## src/verilog/usb_tx_cfg_pkg.sv

```systemverilog
/*
  Implementation constants of the transmit subsystem: bit timing at
  48 MHz, buffer depth and the counter types derived from them
*/
package usb_tx_cfg_pkg;

  // 48 MHz system clock over 12 Mb/s full speed
  localparam int unsigned CLKS_PER_BIT = 4;

  // Transmit buffer size in bytes
  localparam int unsigned FIFO_DEPTH = 16;

  localparam int unsigned FIFO_PTR_W = $clog2(FIFO_DEPTH);
  localparam int unsigned FIFO_CNT_W = $clog2(FIFO_DEPTH + 1);
  localparam int unsigned BIT_CNT_W  = $clog2(CLKS_PER_BIT);

  typedef logic [FIFO_PTR_W-1:0] fifo_ptr_t;
  typedef logic [FIFO_CNT_W-1:0] fifo_cnt_t;
  typedef logic [BIT_CNT_W-1:0]  bit_cnt_t;

endpackage

```

## src/verilog/usb_pkg.sv

```systemverilog
/*
  USB protocol definitions: PID, byte and CRC16 types, the line-state
  struct driven to the transceiver and the fixed bit patterns of a packet
*/
package usb_pkg;

  typedef logic [3:0]  usb_pid_t;
  typedef logic [7:0]  usb_byte_t;
  typedef logic [15:0] usb_crc16_t;

  // Line state towards the transceiver, d mirrors D+
  typedef struct packed {
    logic oe;
    logic d;
    logic se0;
    logic dp;
    logic dn;
  } usb_line_t;

  // DATA0, DATA1, DATA2 and MDATA all end in these two bits
  localparam logic [1:0] PID_DATA_TYPE = 2'b11;

  // CRC16 x^16 + x^15 + x^2 + 1
  localparam usb_crc16_t CRC16_POLY = 16'h8005;
  localparam usb_crc16_t CRC16_INIT = 16'hFFFF;

  // Seven zeros then a one, sent LSB first
  localparam usb_byte_t SYNC_BYTE = 8'b1000_0000;

  // Ones in a row before a zero is stuffed
  localparam int unsigned STUFF_RUN = 6;

endpackage
```

## src/verilog/usb_tx_top.sv

```systemverilog
/*
  USB full-speed transmit subsystem: bit timer, transmit buffer and
  packet serializer
*/
`timescale 1ns/100ps

module usb_tx_top
  import usb_pkg::*;
(
  input  logic      clk_i,
  input  logic      rst_ni,
  input  logic      link_reset_i,
  input  logic      cfg_pinflip_i,
  input  logic      osc_test_i,
  input  logic      wr_valid_i,
  input  usb_byte_t wr_data_i,
  input  logic      pkt_start_i,
  input  usb_pid_t  pid_i,
  output logic      wr_full_o,
  output logic      pkt_end_o,
  output usb_line_t line_o
);

  logic      bit_strobe;
  logic      tx_data_avail;
  logic      tx_data_get;
  usb_byte_t tx_data;

  // Bit pace, realigned on link reset
  usb_bit_timer i_usb_bit_timer (
    .clk_i        (clk_i),
    .rst_ni       (rst_ni),
    .link_reset_i (link_reset_i),
    .bit_strobe_o (bit_strobe)
  );

  // Payload bytes from the host
  usb_tx_fifo i_usb_tx_fifo (
    .clk_i        (clk_i),
    .rst_ni       (rst_ni),
    .link_reset_i (link_reset_i),
    .wr_valid_i   (wr_valid_i),
    .wr_data_i    (wr_data_i),
    .rd_get_i     (tx_data_get),
    .rd_avail_o   (tx_data_avail),
    .rd_data_o    (tx_data),
    .full_o       (wr_full_o)
  );

  usb_fs_tx i_usb_fs_tx (
    .clk_i           (clk_i),
    .rst_ni          (rst_ni),
    .link_reset_i    (link_reset_i),
    .cfg_pinflip_i   (cfg_pinflip_i),
    .osc_test_i      (osc_test_i),
    .bit_strobe_i    (bit_strobe),
    .pkt_start_i     (pkt_start_i),
    .pid_i           (pid_i),
    .tx_data_avail_i (tx_data_avail),
    .tx_data_i       (tx_data),
    .tx_data_get_o   (tx_data_get),
    .pkt_end_o       (pkt_end_o),
    .line_o          (line_o)
  );

endmodule

```

## src/verilog/usb_fs_tx.sv

```systemverilog
/*
  Full-speed packet serializer: sync, PID, payload and CRC16 with bit
  stuffing and NRZI, EOP generation, pin flip and oscillator test mode
*/
`timescale 1ns/100ps

module usb_fs_tx
  import usb_pkg::*;
(
  input  logic      clk_i,
  input  logic      rst_ni,
  input  logic      link_reset_i,
  input  logic      cfg_pinflip_i,
  input  logic      osc_test_i,
  input  logic      bit_strobe_i,
  input  logic      pkt_start_i,
  input  usb_pid_t  pid_i,
  input  logic      tx_data_avail_i,
  input  usb_byte_t tx_data_i,
  output logic      tx_data_get_o,
  output logic      pkt_end_o,
  output usb_line_t line_o
);

  typedef enum logic [2:0] {Idle, Sync, Pid, DataOrCrc0, Crc1, Eop, OscTest} state_e;
  typedef enum logic [1:0] {OsIdle, OsWaitByte, OsTransmit} out_state_e;

  // Idle J with the bus released
  localparam usb_line_t LINE_RESET = '{oe: 1'b0, d: 1'b1, se0: 1'b0, dp: 1'b1, dn: 1'b0};

  state_e               state_q, state_d;
  out_state_e           out_state_q, out_state_d;
  usb_pid_t             pid_q;
  usb_byte_t            data_sr_q, data_sr_d;
  logic [7:0]           oe_sr_q, oe_sr_d;
  logic [7:0]           se0_sr_q, se0_sr_d;
  logic                 payload_q, payload_d;
  logic                 get_q, get_d;
  logic                 byte_strobe_q, byte_strobe_d;
  logic [2:0]           bit_cnt_q, bit_cnt_d;
  logic [STUFF_RUN-2:0] hist_q, hist_d;
  logic [STUFF_RUN-1:0] hist;
  logic                 bitstuff;
  logic                 stuffed_q;
  usb_crc16_t           crc_q, crc_d;
  usb_byte_t            crc_byte0, crc_byte1;
  logic                 crc_fb;
  logic                 test_start;
  logic                 ser_data, ser_oe, ser_se0;
  logic                 nrzi_en;
  logic                 nrzi_q, nrzi_d;
  logic                 oe_d, se0_d;
  logic [2:0]           eop_q, eop_d;
  usb_line_t            line_q, line_d, line_idle;

  // PID is captured with the start pulse
  always_ff @(posedge clk_i or negedge rst_ni) begin
    if (!rst_ni) begin
      pid_q <= '0;
    end else if (link_reset_i) begin
      pid_q <= '0;
    end else if (pkt_start_i) begin
      pid_q <= pid_i;
    end
  end

  assign ser_data = data_sr_q[0];
  assign ser_oe   = oe_sr_q[0];
  assign ser_se0  = se0_sr_q[0];

  // Current bit plus the ones before it
  assign hist     = {ser_data, hist_q};
  assign bitstuff = &hist;

  // Third EOP bit, the final J
  assign pkt_end_o = bit_strobe_i && (se0_sr_q[1:0] == 2'b01);

  // Remainder inverted, high bit first on the wire
  always_comb begin
    for (int i = 0; i < 8; i++) begin
      crc_byte0[i] = ~crc_q[15 - i];
      crc_byte1[i] = ~crc_q[7 - i];
    end
  end

  //////////////////////////////////////////////////////////////////////////
  // Packet FSM and shift registers
  //////////////////////////////////////////////////////////////////////////

  always_comb begin
    state_d    = state_q;
    data_sr_d  = data_sr_q;
    oe_sr_d    = oe_sr_q;
    se0_sr_d   = se0_sr_q;
    payload_d  = payload_q;
    get_d      = 1'b0;
    hist_d     = hist_q;
    bit_cnt_d  = bit_cnt_q;
    test_start = 1'b0;

    unique case (state_q)
      Idle: begin
        if (osc_test_i) begin
          state_d    = OscTest;
          test_start = 1'b1;
        end else if (pkt_start_i) begin
          state_d = Sync;
        end
      end
      Sync: begin
        if (byte_strobe_q) begin
          state_d   = Pid;
          data_sr_d = SYNC_BYTE;
          oe_sr_d   = 8'hFF;
          se0_sr_d  = 8'h00;
        end
      end
      Pid: begin
        if (byte_strobe_q) begin
          // Tokens and handshakes go straight to EOP
          state_d   = (pid_q[1:0] == PID_DATA_TYPE) ? DataOrCrc0 : Eop;
          data_sr_d = {~pid_q, pid_q};
          oe_sr_d   = 8'hFF;
          se0_sr_d  = 8'h00;
        end
      end
      DataOrCrc0: begin
        if (byte_strobe_q) begin
          oe_sr_d  = 8'hFF;
          se0_sr_d = 8'h00;
          if (tx_data_avail_i) begin
            payload_d = 1'b1;
            get_d     = 1'b1;
            data_sr_d = tx_data_i;
          end else begin
            // Empty buffer closes the payload
            state_d   = Crc1;
            payload_d = 1'b0;
            data_sr_d = crc_byte0;
          end
        end
      end
      Crc1: begin
        if (byte_strobe_q) begin
          state_d   = Eop;
          data_sr_d = crc_byte1;
          oe_sr_d   = 8'hFF;
          se0_sr_d  = 8'h00;
        end
      end
      Eop: begin
        if (byte_strobe_q) begin
          // SE0, SE0, J then release
          state_d   = Idle;
          data_sr_d = '0;
          oe_sr_d   = 8'b0000_0111;
          se0_sr_d  = 8'b0000_0111;
        end
      end
      OscTest: begin
        if (byte_strobe_q) begin
          if (!osc_test_i) begin
            state_d = Idle;
            oe_sr_d = 8'h00;
          end else begin
            // All zeros toggle the line every bit
            data_sr_d = 8'h00;
            oe_sr_d   = 8'hFF;
            se0_sr_d  = 8'h00;
          end
        end
      end
      default: state_d = Idle;
    endcase

    // One idle bit time ahead of sync
    if (pkt_start_i) begin
      bit_cnt_d = 3'd7;
      hist_d    = '0;
    end else if (bit_strobe_i) begin
      hist_d = hist[STUFF_RUN-1:1];
      if (bitstuff) begin
        // Hold the byte and send a zero next
        data_sr_d[0] = 1'b0;
      end else begin
        bit_cnt_d = bit_cnt_q + 1'b1;
        data_sr_d = data_sr_q >> 1;
        oe_sr_d   = oe_sr_q >> 1;
        se0_sr_d  = se0_sr_q >> 1;
      end
    end
  end

  assign byte_strobe_d = bit_strobe_i && !bitstuff && !pkt_start_i && (bit_cnt_q == 3'd0);

  // CRC16 over payload bits, stuffed zeros skipped
  assign crc_fb = ser_data ^ crc_q[15];

  always_comb begin
    crc_d = crc_q;
    if (pkt_start_i) begin
      crc_d = CRC16_INIT;
    end else if (bit_strobe_i && payload_q && !stuffed_q) begin
      crc_d = {crc_q[14:0], 1'b0} ^ ({16{crc_fb}} & CRC16_POLY);
    end
  end

  always_ff @(posedge clk_i or negedge rst_ni) begin
    if (!rst_ni) begin
      state_q       <= Idle;
      data_sr_q     <= '0;
      oe_sr_q       <= '0;
      se0_sr_q      <= '0;
      payload_q     <= 1'b0;
      get_q         <= 1'b0;
      byte_strobe_q <= 1'b0;
      hist_q        <= '0;
      bit_cnt_q     <= '0;
      stuffed_q     <= 1'b0;
      crc_q         <= CRC16_INIT;
    end else if (link_reset_i) begin
      state_q       <= Idle;
      data_sr_q     <= '0;
      oe_sr_q       <= '0;
      se0_sr_q      <= '0;
      payload_q     <= 1'b0;
      get_q         <= 1'b0;
      byte_strobe_q <= 1'b0;
      hist_q        <= '0;
      bit_cnt_q     <= '0;
      stuffed_q     <= 1'b0;
      crc_q         <= CRC16_INIT;
    end else begin
      state_q       <= state_d;
      data_sr_q     <= data_sr_d;
      oe_sr_q       <= oe_sr_d;
      se0_sr_q      <= se0_sr_d;
      payload_q     <= payload_d;
      get_q         <= get_d;
      byte_strobe_q <= byte_strobe_d;
      hist_q        <= hist_d;
      bit_cnt_q     <= bit_cnt_d;
      crc_q         <= crc_d;
      // Marks the bit on the line as a stuffed zero
      if (pkt_start_i) begin
        stuffed_q <= 1'b0;
      end else if (bit_strobe_i) begin
        stuffed_q <= bitstuff;
      end
    end
  end

  assign tx_data_get_o = get_q;

  //////////////////////////////////////////////////////////////////////////
  // NRZI coding and bus drive
  //////////////////////////////////////////////////////////////////////////

  always_comb begin
    out_state_d = out_state_q;
    nrzi_en     = 1'b0;
    unique case (out_state_q)
      OsIdle: begin
        if (pkt_start_i || test_start) begin
          out_state_d = OsWaitByte;
        end
      end
      OsWaitByte: begin
        if (byte_strobe_q) begin
          out_state_d = OsTransmit;
        end
      end
      OsTransmit: begin
        nrzi_en = 1'b1;
        if (bit_strobe_i && !ser_oe) begin
          out_state_d = OsIdle;
        end
      end
      default: out_state_d = OsIdle;
    endcase
  end

  always_comb begin
    nrzi_d = nrzi_q;
    oe_d   = line_q.oe;
    se0_d  = line_q.se0;
    eop_d  = eop_q;
    if (pkt_start_i) begin
      // Start from J so sync opens with K
      nrzi_d = 1'b1;
      eop_d  = 3'b100;
    end else if (bit_strobe_i && nrzi_en) begin
      oe_d = ser_oe;
      if (ser_se0) begin
        eop_d = eop_q >> 1;
        if (eop_q[0]) begin
          nrzi_d = 1'b1;
          se0_d  = 1'b0;
        end else begin
          se0_d = 1'b1;
        end
      end else if (!ser_data) begin
        nrzi_d = ~nrzi_q;
      end
      // Released bus rests in J
      if (!oe_d) begin
        nrzi_d = 1'b1;
      end
    end
  end

  always_comb begin
    line_d.oe  = oe_d;
    line_d.se0 = se0_d;
    line_d.dp  = (nrzi_d ^ cfg_pinflip_i) & ~se0_d;
    line_d.dn  = (~nrzi_d ^ cfg_pinflip_i) & ~se0_d;
    line_d.d   = line_d.dp;
  end

  always_comb begin
    line_idle.oe  = 1'b0;
    line_idle.se0 = 1'b0;
    line_idle.dp  = ~cfg_pinflip_i;
    line_idle.dn  = cfg_pinflip_i;
    line_idle.d   = ~cfg_pinflip_i;
  end

  always_ff @(posedge clk_i or negedge rst_ni) begin
    if (!rst_ni) begin
      out_state_q <= OsIdle;
      nrzi_q      <= 1'b1;
      eop_q       <= '0;
      line_q      <= LINE_RESET;
    end else if (link_reset_i) begin
      out_state_q <= OsIdle;
      nrzi_q      <= 1'b1;
      eop_q       <= '0;
      line_q      <= line_idle;
    end else begin
      out_state_q <= out_state_d;
      nrzi_q      <= nrzi_d;
      eop_q       <= eop_d;
      line_q      <= line_d;
    end
  end

  assign line_o = line_q;

endmodule

```

## src/verilog/usb_tx_fifo.sv

```systemverilog
/*
  Transmit byte buffer: circular storage between the host write strobe
  and the serializer get pulse, flushed by link reset
*/
`timescale 1ns/100ps

module usb_tx_fifo
  import usb_pkg::*;
  import usb_tx_cfg_pkg::*;
(
  input  logic      clk_i,
  input  logic      rst_ni,
  input  logic      link_reset_i,
  input  logic      wr_valid_i,
  input  usb_byte_t wr_data_i,
  input  logic      rd_get_i,
  output logic      rd_avail_o,
  output usb_byte_t rd_data_o,
  output logic      full_o
);

  localparam fifo_ptr_t LAST_PTR = fifo_ptr_t'(FIFO_DEPTH - 1);
  localparam fifo_cnt_t FULL_CNT = fifo_cnt_t'(FIFO_DEPTH);

  usb_byte_t mem_q [FIFO_DEPTH];
  fifo_ptr_t wr_ptr_q;
  fifo_ptr_t rd_ptr_q;
  fifo_cnt_t cnt_q;
  logic      push;
  logic      pop;

  assign full_o     = (cnt_q == FULL_CNT);
  assign rd_avail_o = (cnt_q != '0);

  // Writes into a full buffer are dropped
  assign push = wr_valid_i && !full_o;
  assign pop  = rd_get_i && rd_avail_o;

  // Byte storage
  always_ff @(posedge clk_i) begin
    if (push) begin
      mem_q[wr_ptr_q] <= wr_data_i;
    end
  end

  always_ff @(posedge clk_i or negedge rst_ni) begin
    if (!rst_ni) begin
      wr_ptr_q <= '0;
      rd_ptr_q <= '0;
      cnt_q    <= '0;
    end else if (link_reset_i) begin
      wr_ptr_q <= '0;
      rd_ptr_q <= '0;
      cnt_q    <= '0;
    end else begin
      if (push) begin
        wr_ptr_q <= (wr_ptr_q == LAST_PTR) ? '0 : wr_ptr_q + 1'b1;
      end
      if (pop) begin
        rd_ptr_q <= (rd_ptr_q == LAST_PTR) ? '0 : rd_ptr_q + 1'b1;
      end
      // Occupancy only moves when exactly one side is active
      case ({push, pop})
        2'b10:   cnt_q <= cnt_q + 1'b1;
        2'b01:   cnt_q <= cnt_q - 1'b1;
        default: cnt_q <= cnt_q;
      endcase
    end
  end

  // Oldest byte, next one shows the clock after a pop
  assign rd_data_o = mem_q[rd_ptr_q];

endmodule

```

## src/verilog/usb_bit_timer.sv

```systemverilog
/*
  Free-running bit timer, one strobe per full-speed bit time
*/
`timescale 1ns/100ps

module usb_bit_timer
  import usb_tx_cfg_pkg::*;
(
  input  logic clk_i,
  input  logic rst_ni,
  input  logic link_reset_i,
  output logic bit_strobe_o
);

  localparam bit_cnt_t LAST_CNT = bit_cnt_t'(CLKS_PER_BIT - 1);

  bit_cnt_t cnt_q;

  // Link reset restarts the phase so the first strobe lands 4 clocks later
  always_ff @(posedge clk_i or negedge rst_ni) begin
    if (!rst_ni) begin
      cnt_q <= '0;
    end else if (link_reset_i) begin
      cnt_q <= '0;
    end else if (cnt_q == LAST_CNT) begin
      cnt_q <= '0;
    end else begin
      cnt_q <= cnt_q + 1'b1;
    end
  end

  // Strobe in the last clock of each bit
  assign bit_strobe_o = (cnt_q == LAST_CNT);

endmodule

```

## config.mk

```make
export PLATFORM = sky130hd
export DESIGN_NAME = usb_tx_top
export DESIGN_NICKNAME = d
export VERILOG_FILES = /design/src/verilog/usb_tx_cfg_pkg.sv /design/src/verilog/usb_pkg.sv /design/src/verilog/usb_tx_top.sv /design/src/verilog/usb_fs_tx.sv /design/src/verilog/usb_tx_fifo.sv /design/src/verilog/usb_bit_timer.sv
export SDC_FILE = /design/constraint.sdc
export NUM_CORES = 1
export LEC_CHECK = 0
export ABC_AREA = 1
export BUFFER_PORTS_ARGS = -buffer_cell sky130_fd_sc_hd__buf_2
export CAP_MARGIN = 20
export CORE_ASPECT_RATIO = 0.5
export CORE_MARGIN = 4
export CORE_UTILIZATION = 45
export CTS_BUF_LIST = sky130_fd_sc_hd__clkbuf_8
export DETAILED_ROUTE_END_ITERATION = 8
export PLACE_DENSITY = 0.67
export SYNTH_ARGS = -nofsm -noshare
export SYNTH_HDL_FRONTEND = slang
export SYNTH_SLANG_ARGS = --single-unit
```

## constraint.sdc

```tcl
create_clock -name clk_i -period 2.1 [get_ports clk_i]
set_input_delay 0.315 -clock clk_i [delete_from_list [all_inputs] [get_ports clk_i]]
set_output_delay 0.315 -clock clk_i [all_outputs]
set_load 0.1 [all_outputs]
```

### Word-level counts from Yosys, hierarchy flattened

Memory sizes are Yosys's and may differ from the RTL's.
Index checks and enable logic that the tools add are counted.

| cells by class | value |
|---|---|
| add/subtract/negate cells | 6 |
| equal/unequal tests | 30 |
| multiplexer cells | 106 |
| bitwise gates (word level) | 27 |
| reductions and logical operators | 39 |

Operators with widths:

| cell | count |
|---|---|
| 8-bit two-way mux | 27 |
| 3-bit two-way mux | 20 |
| 16-bit two-way mux | 3 |
| 8-bit one-hot mux with 3 select lines | 2 |
| 8-bit one-hot mux with 6 select lines | 1 |
| 4-bit two-way mux | 8 |
| 1-bit two-way mux | 30 |
| 3-bit by 2-bit inequality test with 1-bit output (second input constant) | 9 |
| 5-bit two-way mux | 5 |
| 3-bit one-hot mux with 7 select lines | 1 |
| 1-bit NOT | 20 |
| 16-bit bitwise XOR | 1 |
| 3-bit nonzero test | 5 |
| 2-bit two-way mux | 6 |
| 2-bit nonzero test | 6 |
| 1-bit logical AND | 10 |
| 5-bit one-hot mux with 2 select lines | 1 |
| 3-bit equality test (second input constant) | 3 |
| 3-bit inequality test (second input constant) | 3 |
| 9-bit AND reduction | 1 |
| 4-bit by 1-bit adder with 4-bit output (second input constant) | 2 |
| 2-bit equality test (second input constant) | 4 |
| 4-bit equality test (second input constant) | 2 |
| 2-bit AND reduction | 4 |
| other kinds (23) | 34 |

| storage, ports and cells | value |
|---|---|
| bits in registers | 85 |
| memory bits (writable) | 128 |
| input bits | 19 |
| output and inout port bits | 7 |
| word-level logic and storage cells | 233 |
| memories | 1 |

Memories:

| name | depth | width | read ports | clocked after memory_dff | wr ports | RTL line | text |
|---|---|---|---|---|---|---|---|
| i_usb_tx_fifo.mem_q | 16 | 8 | 1 | 0 | 1 | usb_tx_fifo.sv:25 | `usb_byte_t mem_q [FIFO_DEPTH];` |

### Logic depth before layout (Yosys ltp)

Gate-level depths: netlist of run 1.

| logic depth | value |
|---|---|
| word-level depth | 10 |
| gate-level depth with buffers | 15 |
| depth with buffers taken out | 15 |

### Cells and area by module

A second synthesis of run 1 with hierarchy kept.

| second synthesis, totals | value |
|---|---|
| cells, all modules | 941 |
| area total of the unflattened synthesis | 9713.1 um^2 |

By module, submodules not included:

| module | times used | cells an instance | area each (um^2) | sequential area each (um^2) |
|---|---|---|---|---|
| usb_tx_fifo | 1 | 470 | 5913.2 | 4169.0 |
| usb_fs_tx | 1 | 465 | 3726.1 | 1749.2 |
| usb_bit_timer | 1 | 6 | 73.8 | 50.0 |

### Worst setup path after synthesis of run 1

OpenSTA, ideal clock, no wires.

| timing path | value |
|---|---|
| path type | reg2out |
| start | register i_usb_bit_timer.cnt_q[0] |
| end | output port pkt_end_o |
| data arrival time | 2831 ps |
| required time | 1785 ps |
| slack | -1046 ps |
| stages on the path, launching flop included | 6 |
| buffers on the path | 2 |
| cell sequence | dfrtp_1 > ha_1 > buf_4 > inv_2 > buf_6 > nor3_1 |

| between the ends | value |
|---|---|
| longest elaborated chain between the ends | 2 |

Ends and longest elaborated chain:

| item | RTL line | text |
|---|---|---|
| from (decl) | usb_bit_timer.sv:17 | `bit_cnt_t cnt_q;` |
| from (signal assigned) | usb_bit_timer.sv:28 | `cnt_q <= cnt_q + 1'b1;` |
| 2-bit equality test | usb_bit_timer.sv:33 | `assign bit_strobe_o = (cnt_q == LAST_CNT);` |
| 1-bit logical AND | usb_fs_tx.sv:76 | `assign pkt_end_o = bit_strobe_i && (se0_sr_q[1:0] == 2'b01);` |
| to (decl) | usb_tx_top.sv:20 | `output logic pkt_end_o,` |

No other way between the ends.

### Final worst setup path of run 1

| timing path | value |
|---|---|
| start | register i_usb_tx_fifo.cnt_q[1] |
| end | register i_usb_tx_fifo.cnt_q[4] |

| between the ends | value |
|---|---|
| longest elaborated chain between the ends | 6 |
| elaborated cells on any way between the ends | 12 |
| those cells by class | 2 x add/sub; 3 x eq/ne; 2 x mux; 5 x reduce/logical |

Ends and longest elaborated chain:

| item | RTL line | text |
|---|---|---|
| from (decl) | usb_tx_fifo.sv:28 | `fifo_cnt_t cnt_q;` |
| from (signal assigned) | usb_tx_fifo.sv:64 | `2'b10: cnt_q <= cnt_q + 1'b1;` |
| from (signal assigned) | usb_tx_fifo.sv:65 | `2'b01: cnt_q <= cnt_q - 1'b1;` |
| from (signal assigned) | usb_tx_fifo.sv:66 | `default: cnt_q <= cnt_q;` |
| 5-bit equality test | usb_tx_fifo.sv:32 | `assign full_o = (cnt_q == FULL_CNT);` |
| 1-bit logical NOT | usb_tx_fifo.sv:36 | `assign push = wr_valid_i && !full_o;` |
| 1-bit logical AND | usb_tx_fifo.sv:36 |  |
| 2-bit by 1-bit equality test with 1-bit output or 2-bit equality test (tied branches) | usb_tx_fifo.sv:63 | `case ({push, pop})` |
| 5-bit one-hot mux with 2 select lines | usb_tx_fifo.sv:63 |  |
| 5-bit two-way mux | usb_tx_fifo.sv:51 | `end else if (link_reset_i) begin` |

Several ways; a longest one is shown, not always the timed one.
A chain may end at the register's enable or synchronous reset.

==> results of run 1 <==
==> per-layer routing <==
| metal | GRT usage | share of wire | up-vias |
|---|---|---|---|
| met1 | 0.272 | 0.45 | 3598 |
| met2 | 0.315 | 0.47 | 224 |
| li1 | - | - | 3669 |
| met5 | 0 | 0 | - |
| met3 | 0.0311 | 0.058 | 41 |
| met4 | 0.0438 | 0.020 | 0 |
==> power by group <==
group | switching [mW] | internal [mW]
clock network | 1.61 | 1.74
registers | 0.131 | 4.58
logic | 1.25 | 0.599
total | 2.99 | 6.92
==> placed cells by master (no fill, tap or decap), types with 20 or more instances in the layout <==
cell / instances
inv_1: 99
buf_4: 55
dfrtp_1: 65
a21oi_1: 42
buf_2: 22
nor2_1: 114
edfxtp_1: 128
clkbuf_8: 34
o211ai_1: 20
nand2_1: 215
nand3_1: 97
o21ai_0: 83
inv_2: 20
==> metrics by stage <==
step                cell area (µm²)  total power [mW]
finish                        11600              9.91
global route                  11600              10.4
CTS                           11500              9.93
detailed placement            10700              6.58
global placement              10700              6.53
floorplan                     10100              6.11
==> logic make-up (layout without fill, tap and decap cells) <==
kind of cell | after synthesis | count (layout) | synth area share
xor+xnor | 8 | 8 | 0.00697
simple gates | 465 | 465 | 0.204
buf+inv | 161 | 261 | 0.0721
flops | 212 | 212 | 0.593
compound gates | 186 | 186 | 0.108
fa+ha+maj | 12 | 12 | 0.0157
==> state kept, by name, indices dropped and copies added (netlist names), 4 cells and up <==
register                count
i_usb_tx_fifo.wr_ptr_q      4
i_usb_fs_tx.line_o          4
i_usb_fs_tx.oe_sr_q         8
i_usb_fs_tx.data_sr_q       8
i_usb_tx_fifo.rd_ptr_q      4
i_usb_fs_tx.pid_q           4
i_usb_tx_fifo.mem_q       128
i_usb_fs_tx.hist_q          5
i_usb_tx_fifo.cnt_q         5
i_usb_fs_tx.crc_q          16
i_usb_fs_tx.se0_sr_q        8
==> Yosys cell counts, drive strengths merged, types with 2 or more instances <==
| master | n |
|---|---|
| clkbuf | 11 |
| dfstp | 18 |
| o2111ai | 4 |
| o211ai | 21 |
| xor2 | 6 |
| o21ai | 93 |
| and3 | 2 |
| inv | 113 |
| a211oi | 2 |
| dfrtp | 66 |
| nor3 | 6 |
| a22o | 3 |
| nand4 | 5 |
| o22ai | 11 |
| nor2 | 126 |
| xnor2 | 2 |
| nand3 | 100 |
| a21oi | 47 |
| edfxtp | 128 |
| buf | 36 |
| o311ai | 2 |
| nand2 | 224 |
| ha | 11 |
==> worst min-delay path, cell delays in order <==
cell,delay [ns]
buf_2,0.16
nand3_1,0.10
nand2_1,0.05
==> how the worst min path moves through the flow <==
stage                     start                                 end  slack, ns  cells past startpoint
detailed placement       rst_ni   i_usb_fs_tx.hist_q[1]$_DFFE_PN0P_       0.34                      1
CTS                 pkt_start_i    i_usb_fs_tx.pid_q[2]$_DFFE_PN0P_       0.06                      3
floorplan                rst_ni  i_usb_bit_timer.cnt_q[0]$_DFF_PN0_       0.02                      0
global placement         rst_ni   i_usb_fs_tx.hist_q[2]$_DFFE_PN0P_       0.33                      1
finish              pkt_start_i    i_usb_fs_tx.pid_q[2]$_DFFE_PN0P_       0.08                      3
global route        pkt_start_i    i_usb_fs_tx.pid_q[2]$_DFFE_PN0P_       0.07                      3
==> area by class of cell <==
class                   instances  area (µm²)
clock buffers                  34         468
clock inverters                22         154
fillers                      1935       10300
inverters                     114         430
multi-input cells             671        3440
flip-flops and latches        212        5970
well taps                     300         375
repair buffers                 91         717
==> timing repair <==
action,4_1_cts,5_1_grt
hold buffers,6,0
setup endpoints to repair,3,5
hold endpoints to repair,43,0
pin swaps,6,9
resized for setup,12,11
setup buffers,6,2
==> flow_summary.ini, run 1 <==
[die]
fp.coreArea_um2 = 21800
die_w_um = 219
rows = 38
start_util = 0.461
die_h_um = 114
pin_count = 26
die-area_um2 = 25000

[synth]
ys_types = 47
async_flop_share = 0.396
synth_area_leader_cell = edfxtp_1
ys_seq_area_frac = 0.593
synth_area_leaders = edfxtp_1 (38%), dfrtp_1 (16%), nand2_1 (8.1%), nand3_1 (4.8%), dfstp_2 (4.7%)
yosysWarnings = 0
syn_area_um2 = 10100
synth_nets = 1075
ys_seq_elements = 212
synth_top_area_frac = 0.382
synth-edff-count = 128
avgSynthCellArea_um2 = 9.63
synth_cells = 1044
synth_ff_type = edfxtp_1

[job]
maxCapViolCount = 0

[detailed_routing]
vias = 7532
via_per_inst = 5.22
drt_iter0_drc = 532
drc = 0
routed_wl_um = 23500
ant_nets = 0
drtPass1Iterations = 5
wl_per_cell_um = 16.3

[critical_path]
cp.buffers_inverters = 4
critPathTopFamily = simple AND/OR/NAND/NOR gates
cp_cell_sequence = inv_2 -> nand4_4 -> buf_6 -> nor2_4 -> inv_2 -> nand2_4 -> nor2_4 -> buf_6 -> ha_4 -> nand2_2 -> o21ai_2 -> xor2_2 -> nand3_1 -> o21ai_1 -> nand2_1 -> o21ai_1
reg2reg_depth = 16
timing.rr.start = i_usb_tx_fifo.cnt_q[1]$_DFFE_PN0P_
r2r_end = i_usb_tx_fifo.cnt_q[4]$_DFFE_PN0P_
crit_slowest_cell = dfrtp_1
crit_required_ns = 2.60
critPathCapture = i_usb_tx_fifo.cnt_q[4]$_DFFE_PN0P_
end_kind = flip-flop
critPathLaunchType = flip-flop
crit_path_start = i_usb_tx_fifo.cnt_q[1]$_DFFE_PN0P_
cp_max_fo = 3
crit_type = reg2reg
worstSetupPathDepth = 16
arrival_ns = 2.71
cp_slowest_stage_delay_ns = 0.41
r2r_slack_ns = -0.10

[cells_and_area]
area_growth_pct = 14.9
fin_nets = 1151
finalCoreUtilization = 0.529
n_antenna_cell = 0
layoutNonFillerInstCount = 1444
drive_gt1_frac = 0.183

[grt]
antenna_found_initial = 0
gr-usage-all-layers = 0.192
grt_max_degree = 51
grt_pass1_vias = 7359
grt_pass1_wl_um = 38500
grt_remaining_overflow = 0

[place]
gp_congestion = 0.847
io_buffers = 25
dp_hpwl_um = 15800
dp_cells = 1374
pre_cts_slack_ns = -0.0708

[clock_network]
cts_inserted_buffers = 30
cts.htree.levels = 1
clk_latency_ns = 0.58
clockBufferDepth = 3
clk_pin_slew_ns = 0.07
cts_root_buf = clkbuf_8
cts_tree = done
cts_sinks = 212

[sta]
clock_skew_ns = 0.0165
finalWorstSetupSlack_ns = -0.103
post-route-min-period_ns = 2.20
rsz0062_at_grt = yes
finalSetupViolations = 1
finalSetupTns_ns = -0.103
fmax_mhz = 454
hold_ws_ns = 0.0781
tightest_slew_ns = 0.570
fin_crit_sh = 1.05
finalHoldViolCount = 0
maxSlewViolCount = 0
slew_headroom = 0.620

[run_status]
status = complete, but fails checks
violations = setup timing

[pwr]
powerDensity_nw_per_um2 = 858
vdd_ir_drop_max_uv = 674
p_leak_nw = 4.81

[hold_path]
hold_path_class = in2reg
(Power assumes the default switching activity.)
==> run 2: changes to the inputs <==
Settings changed: CTS_CLUSTER_DIAMETER from default to 80, PLACE_DENSITY 0.67 to 0.65.
Clock period 2.1 ns to 2.8 ns, I/O delays scaled along.
==> run 2 against run 1 <==
  * The flow finishes with violations (hold timing)
  * Register-to-register slack improved by 0.40 ns
  * Total power decreased by 27%
  * Count of clock-buffer cells in the layout increased by 1
  * Sequential power decreased by 25%
  * Routed wire length decreased by 0.88%
  * Die area unchanged
  * Fmax decreased by 12%
  * Sequential cell count unchanged
  * Core utilization decreased by 2.2 points
  * Final cell count decreased by 2.7%
  * Global-route usage decreased by 0.17 points
  * Largest power group unchanged
==> flow_summary.ini, run 2 (synthesis gave the netlist of run 1 again) <==
[pwr]
p_clk_frac = 0.334
p_int_mw = 5.07
p_seq_frac = 0.488
vdd_ir_drop_max_uv = 362
p_leak_nw = 4.61
switchingPower_mw = 2.17
powerDensity_nw_per_um2 = 654
combPwrFrac = 0.179
switching_share = 0.300

[critical_path]
arrival_ns = 3.01
end_kind = flip-flop
crit_type = reg2reg
critPathLaunchType = flip-flop
cp_max_fo = 9
crit_required_ns = 3.30

[place]
dp_cells = 1346
dp_hpwl_um = 15600
gp_congestion = 0.865
io_buffers = 25
postPlaceCellArea_um2 = 10500

[clock_network]
cts_sinks = 212
cts_root_buf = clkbuf_8
clk_pin_slew_ns = 0.06
clockBufferDepth = 3
cts_tree = done
cts.htree.levels = 1
cts_inserted_buffers = 31
cts_resized = 0
clk_latency_ns = 0.59

[grt]
gr-usage-all-layers = 0.190
antenna_found_initial = 0
grt_max_degree = 76
grt_remaining_overflow = 0
grt_pass1_vias = 7266
grt_pass1_wl_um = 38400

[die]
pin_count = 26
die-area_um2 = 25000
die_h_um = 114
start_util = 0.461
fp.coreArea_um2 = 21800
rows = 38
die_w_um = 219

[sta]
finalSetupViolations = 0
slew_headroom = 0.361
maxSlewViolCount = 0
fmax_mhz = 399
fin_crit_sh = 0.895
hold_ws_ns = -0.00607
clock_skew_ns = 0.0239
rsz0062_at_grt = no
finalSetupTns_ns = 0
tightest_slew_ns = 0.958
post-route-min-period_ns = 2.51
finalHoldViolCount = 7

[cells_and_area]
largest_reg_flops = 128
layout_common_cells = nand2_1 (218), edfxtp_1 (128), nor2_1 (114)
layoutNonFillerInstCount = 1405
fin_nets = 1111
num-fill-cells = 1994
multi_input_area_um2 = 3370
max_flop_register = i_usb_tx_fifo.mem_q
area_growth_pct = 10.2
drive_gt1_frac = 0.140
largest_registers = i_usb_tx_fifo.mem_q (128), i_usb_fs_tx.crc_q (16)
regArea_um2 = 5970
final_area_um2 = 11100
final_common_cell = nand2_1
n_antenna_cell = 0

[run_status]
violations = hold timing
status = complete, but fails checks

[job]
maxCapViolCount = 0

[detailed_routing]
routed_wl_um = 23300
ant_nets = 0
drc = 0
dr_wl_met2_um = 10800
met3RoutedLength_um = 1350
top_layer = met4
via_per_inst = 5.28
drt_iter0_drc = 578
vias = 7413
wl_per_cell_um = 16.6
drtPass1Iterations = 7
wl_met1_um = 10500

[hold_path]
hold_path_class = in2async
## run 2: final timing paths
check / from / endpoint / slack (ns) / cells past startpoint
worst max-delay path: i_usb_tx_fifo.cnt_q[3]$_DFFE_PN0P_ / i_usb_tx_fifo.cnt_q[4]$_DFFE_PN0P_ / 0.29 / 15
worst min-delay path: rst_ni / i_usb_fs_tx.se0_sr_q[4]$_DFF_PN0_ / -0.006 / 1
worst max register to register: i_usb_tx_fifo.cnt_q[3]$_DFFE_PN0P_ / i_usb_tx_fifo.cnt_q[4]$_DFFE_PN0P_ / 0.29 / 15
worst min register to register: i_usb_bit_timer.cnt_q[0]$_DFF_PN0_ / i_usb_bit_timer.cnt_q[0]$_DFF_PN0_ / 0.43 / 1
max in group asynchronous: rst_ni / i_usb_fs_tx.crc_q[7]$_DFFE_PN1P_ / 2.00 / 2
min in group clk_i: pid_i[2] / i_usb_fs_tx.pid_q[2]$_DFFE_PN0P_ / 0.07 / 3
## run 2: routing by layer
layer | up-vias | track usage
li1 | 3584 | -
met1 | 3547 | 0.266
met2 | 228 | 0.309
met3 | 54 | 0.0303
met4 | 0 | 0.0597
met5 | - | 0
## run 2: final cells by class
cell class                      instances  area share
Sequential cell                       212       0.539
Multi-Input combinational cell        671       0.304
Clock buffer                           35      0.0435
Inverter                              114      0.0388
Tap cell                              300      0.0339
Timing Repair Buffer                   50      0.0298
Clock inverter                         23      0.0112
## run 2: power groups by stage
stage          logic, mW  registers [mW]  clock network [mW]
3_5_place_dp        1.29            3.59                   0
2_1_floorplan      0.996            3.59                   0
5_1_grt             1.45            3.54                2.61
6_report            1.29            3.53                2.42
4_1_cts             1.29            3.53                2.48
3_3_place_gp        1.26            3.59                   0
## run 2: worst max-delay path, cell delays in order, from the launching register on
cell and delay, ns:
dfrtp_1 0.38, inv_1 0.12, nand4_4 0.12, inv_1 0.07
nand2_1 0.06, nand2_1 0.11, inv_2 0.10, nor2_4 0.15
inv_1 0.11, fa_1 0.47, o21ai_0 0.24, xor2_1 0.20
nand3_1 0.08, o21ai_0 0.08, nand2_1 0.06, o21ai_0 0.08
## run 2: timing repair
action / in CTS / in global routing
hold buffers: 1 / 0
endpoints found under the hold margin: 1 / 0
buffers inserted: 0 / 0
## run 2: through the flow
step	setup WS, ns	total power [mW]	hold slack, ns	utilization
after CTS	0.255	7.30	0.00363	0.508
after global placement	0.367	4.85	0.415	0.480
after floorplan	0.408	4.58	0.124	-
after global routing	0.0106	7.61	0.0496	0.508
after detailed placement	0.321	4.88	0.416	0.480
final	0.294	7.24	-0.00607	0.508
==> run 3: changes to the inputs <==
Settings changed: CORE_UTILIZATION 45 to 65, PLACE_DENSITY 0.65 to 0.86.
==> run 3 against run 2 <==
  * Critical endpoint unchanged
  * Non-clock buffer count fell by 9
  * Worst hold slack got worse by 0.014 ns
  * Fmax fell by 5.1%
  * Cell area fell by 2.2%
  * Clock power fell by 5%
  * Core utilization rose by 22 points
  * Total power fell by 1.6%
  * Register-to-register slack got worse by 0.13 ns
  * Sequential power barely moved
  * The run still ends with hold timing left
  * Largest power group unchanged
  * Via count rose by 2.7%
  * Largest cell class unchanged
==> flow_summary.ini, run 3 (synthesis gave the netlist of run 1 again) <==
[run_status]
status = complete, but fails checks
violations = hold timing

[cells_and_area]
largest_registers = i_usb_tx_fifo.mem_q (128), i_usb_fs_tx.crc_q (16)
max_flop_register = i_usb_tx_fifo.mem_q
fin_nets = 1099
finalCoreUtilization = 0.731
n_antenna_cell = 0
final_common_cell = nand2_1
final_area_um2 = 10800
drive_gt1_frac = 0.130
area_growth_pct = 7.69
layoutNonFillerInstCount = 1287
layout_common_cells = nand2_1 (218), edfxtp_1 (128), nor2_1 (114)
largest_reg_flops = 128

[sta]
finalSetupViolations = 0
fin_crit_sh = 0.943
finalSetupTns_ns = 0
rsz0062_at_grt = no
maxSlewViolCount = 0
finalWorstSetupSlack_ns = 0.160
fmax_mhz = 379
post-route-min-period_ns = 2.64
tightest_slew_ns = 0.910
hold_ws_ns = -0.0197
clock_skew_ns = 0.0174
slew_headroom = 0.393
finalHoldViolCount = 11

[grt]
gr-usage-all-layers = 0.258
grt_remaining_overflow = 0
grt_max_degree = 73
grt_pass1_wl_um = 36200
antenna_found_initial = 0
grt_pass1_vias = 7227

[pwr]
p_leak_nw = 4.53
power.total_mw = 7.13
vdd_ir_drop_max_uv = 596
powerDensity_nw_per_um2 = 658

[die]
die-area_um2 = 17600
die_w_um = 184
fp.coreArea_um2 = 14800
start_util = 0.679
die_h_um = 96.0
rows = 31
pin_count = 26

[detailed_routing]
drtPass1Iterations = 6
ant_nets = 0
vias = 7611
wl_per_cell_um = 17.3
drt_iter0_drc = 1000
via_per_inst = 5.91
drc = 0
routed_wl_um = 22300

[place]
gp_congestion = 0.950
pre_cts_slack_ns = 0.194
postPlaceCellArea_um2 = 10300
dp_cells = 1236
dp_hpwl_um = 14900
io_buffers = 25

[clock_network]
cts_setup_buffers = 0
clk_latency_ns = 0.56
cts_tree = done
ctsHoldBuffers = 0
clk_pin_slew_ns = 0.07
cts_root_buf = clkbuf_8
cts_resized = 0
cts.htree.levels = 1
clockBufferDepth = 3
cts_sinks = 212
cts_inserted_buffers = 28

[critical_path]
reg2reg_depth = 15
crit_path_start = i_usb_tx_fifo.cnt_q[3]$_DFFE_PN0P_
timing.rr.start = i_usb_tx_fifo.cnt_q[3]$_DFFE_PN0P_
r2r_slack_ns = 0.16
cp.buffers_inverters = 4
end_kind = flip-flop
cp_cell_sequence = inv_1 -> nand4_4 -> inv_1 -> nand2_1 -> nand2_1 -> inv_2 -> nor2_4 -> inv_1 -> fa_1 -> o21ai_0 -> xor2_1 -> nand3_1 -> o21ai_0 -> nand2_1 -> o21ai_0
critPathTopFamily = simple AND/OR/NAND/NOR gates
cp_slowest_stage_delay_ns = 0.46
critPathLaunchType = flip-flop
r2r_end = i_usb_tx_fifo.cnt_q[4]$_DFFE_PN0P_
arrival_ns = 3.09
crit_required_ns = 3.25
crit_slowest_cell = fa_1
cp_max_fo = 9
crit_type = reg2reg

[hold_path]
hold_path_class = in2async

[job]
maxCapViolCount = 0
-- run 3: power breakdown --
part           switching [mW]  leakage [nW]  internal, mW
sequential             0.0974          2.24          3.44
clock                    1.13         0.327          1.18
combinational           0.893          1.97         0.394
total                    2.12          4.53          5.01
-- run 3: cell type report --
cell class              instances  area [µm²]
multi-input cells             671        3370
clock buffers                  30         413
repair buffers                 41         260
inverters                     114         430
flip-flops and latches        212        5970
clock inverters                21         141
well taps                     198         248
fillers                       992        3990
-- run 3: worst max path at each step --
stage	to	cells past startpoint
2_1_floorplan	pkt_end_o	5
6_report	i_usb_tx_fifo.cnt_q[4]$_DFFE_PN0P_	15
3_3_place_gp	i_usb_tx_fifo.cnt_q[4]$_DFFE_PN0P_	15
3_5_place_dp	i_usb_tx_fifo.cnt_q[4]$_DFFE_PN0P_	15
4_1_cts	i_usb_tx_fifo.cnt_q[4]$_DFFE_PN0P_	15
5_1_grt	i_usb_tx_fifo.cnt_q[4]$_DFFE_PN0P_	15
-- run 3: metal layers --
metal  GRT usage  routed length [µm]  up-vias
met2       0.441               10700      392
li1            -                   -     3554
met1       0.341                9150     3603
met5           0                   0        -
met3      0.0513                1850       62
met4      0.0812                 587        0
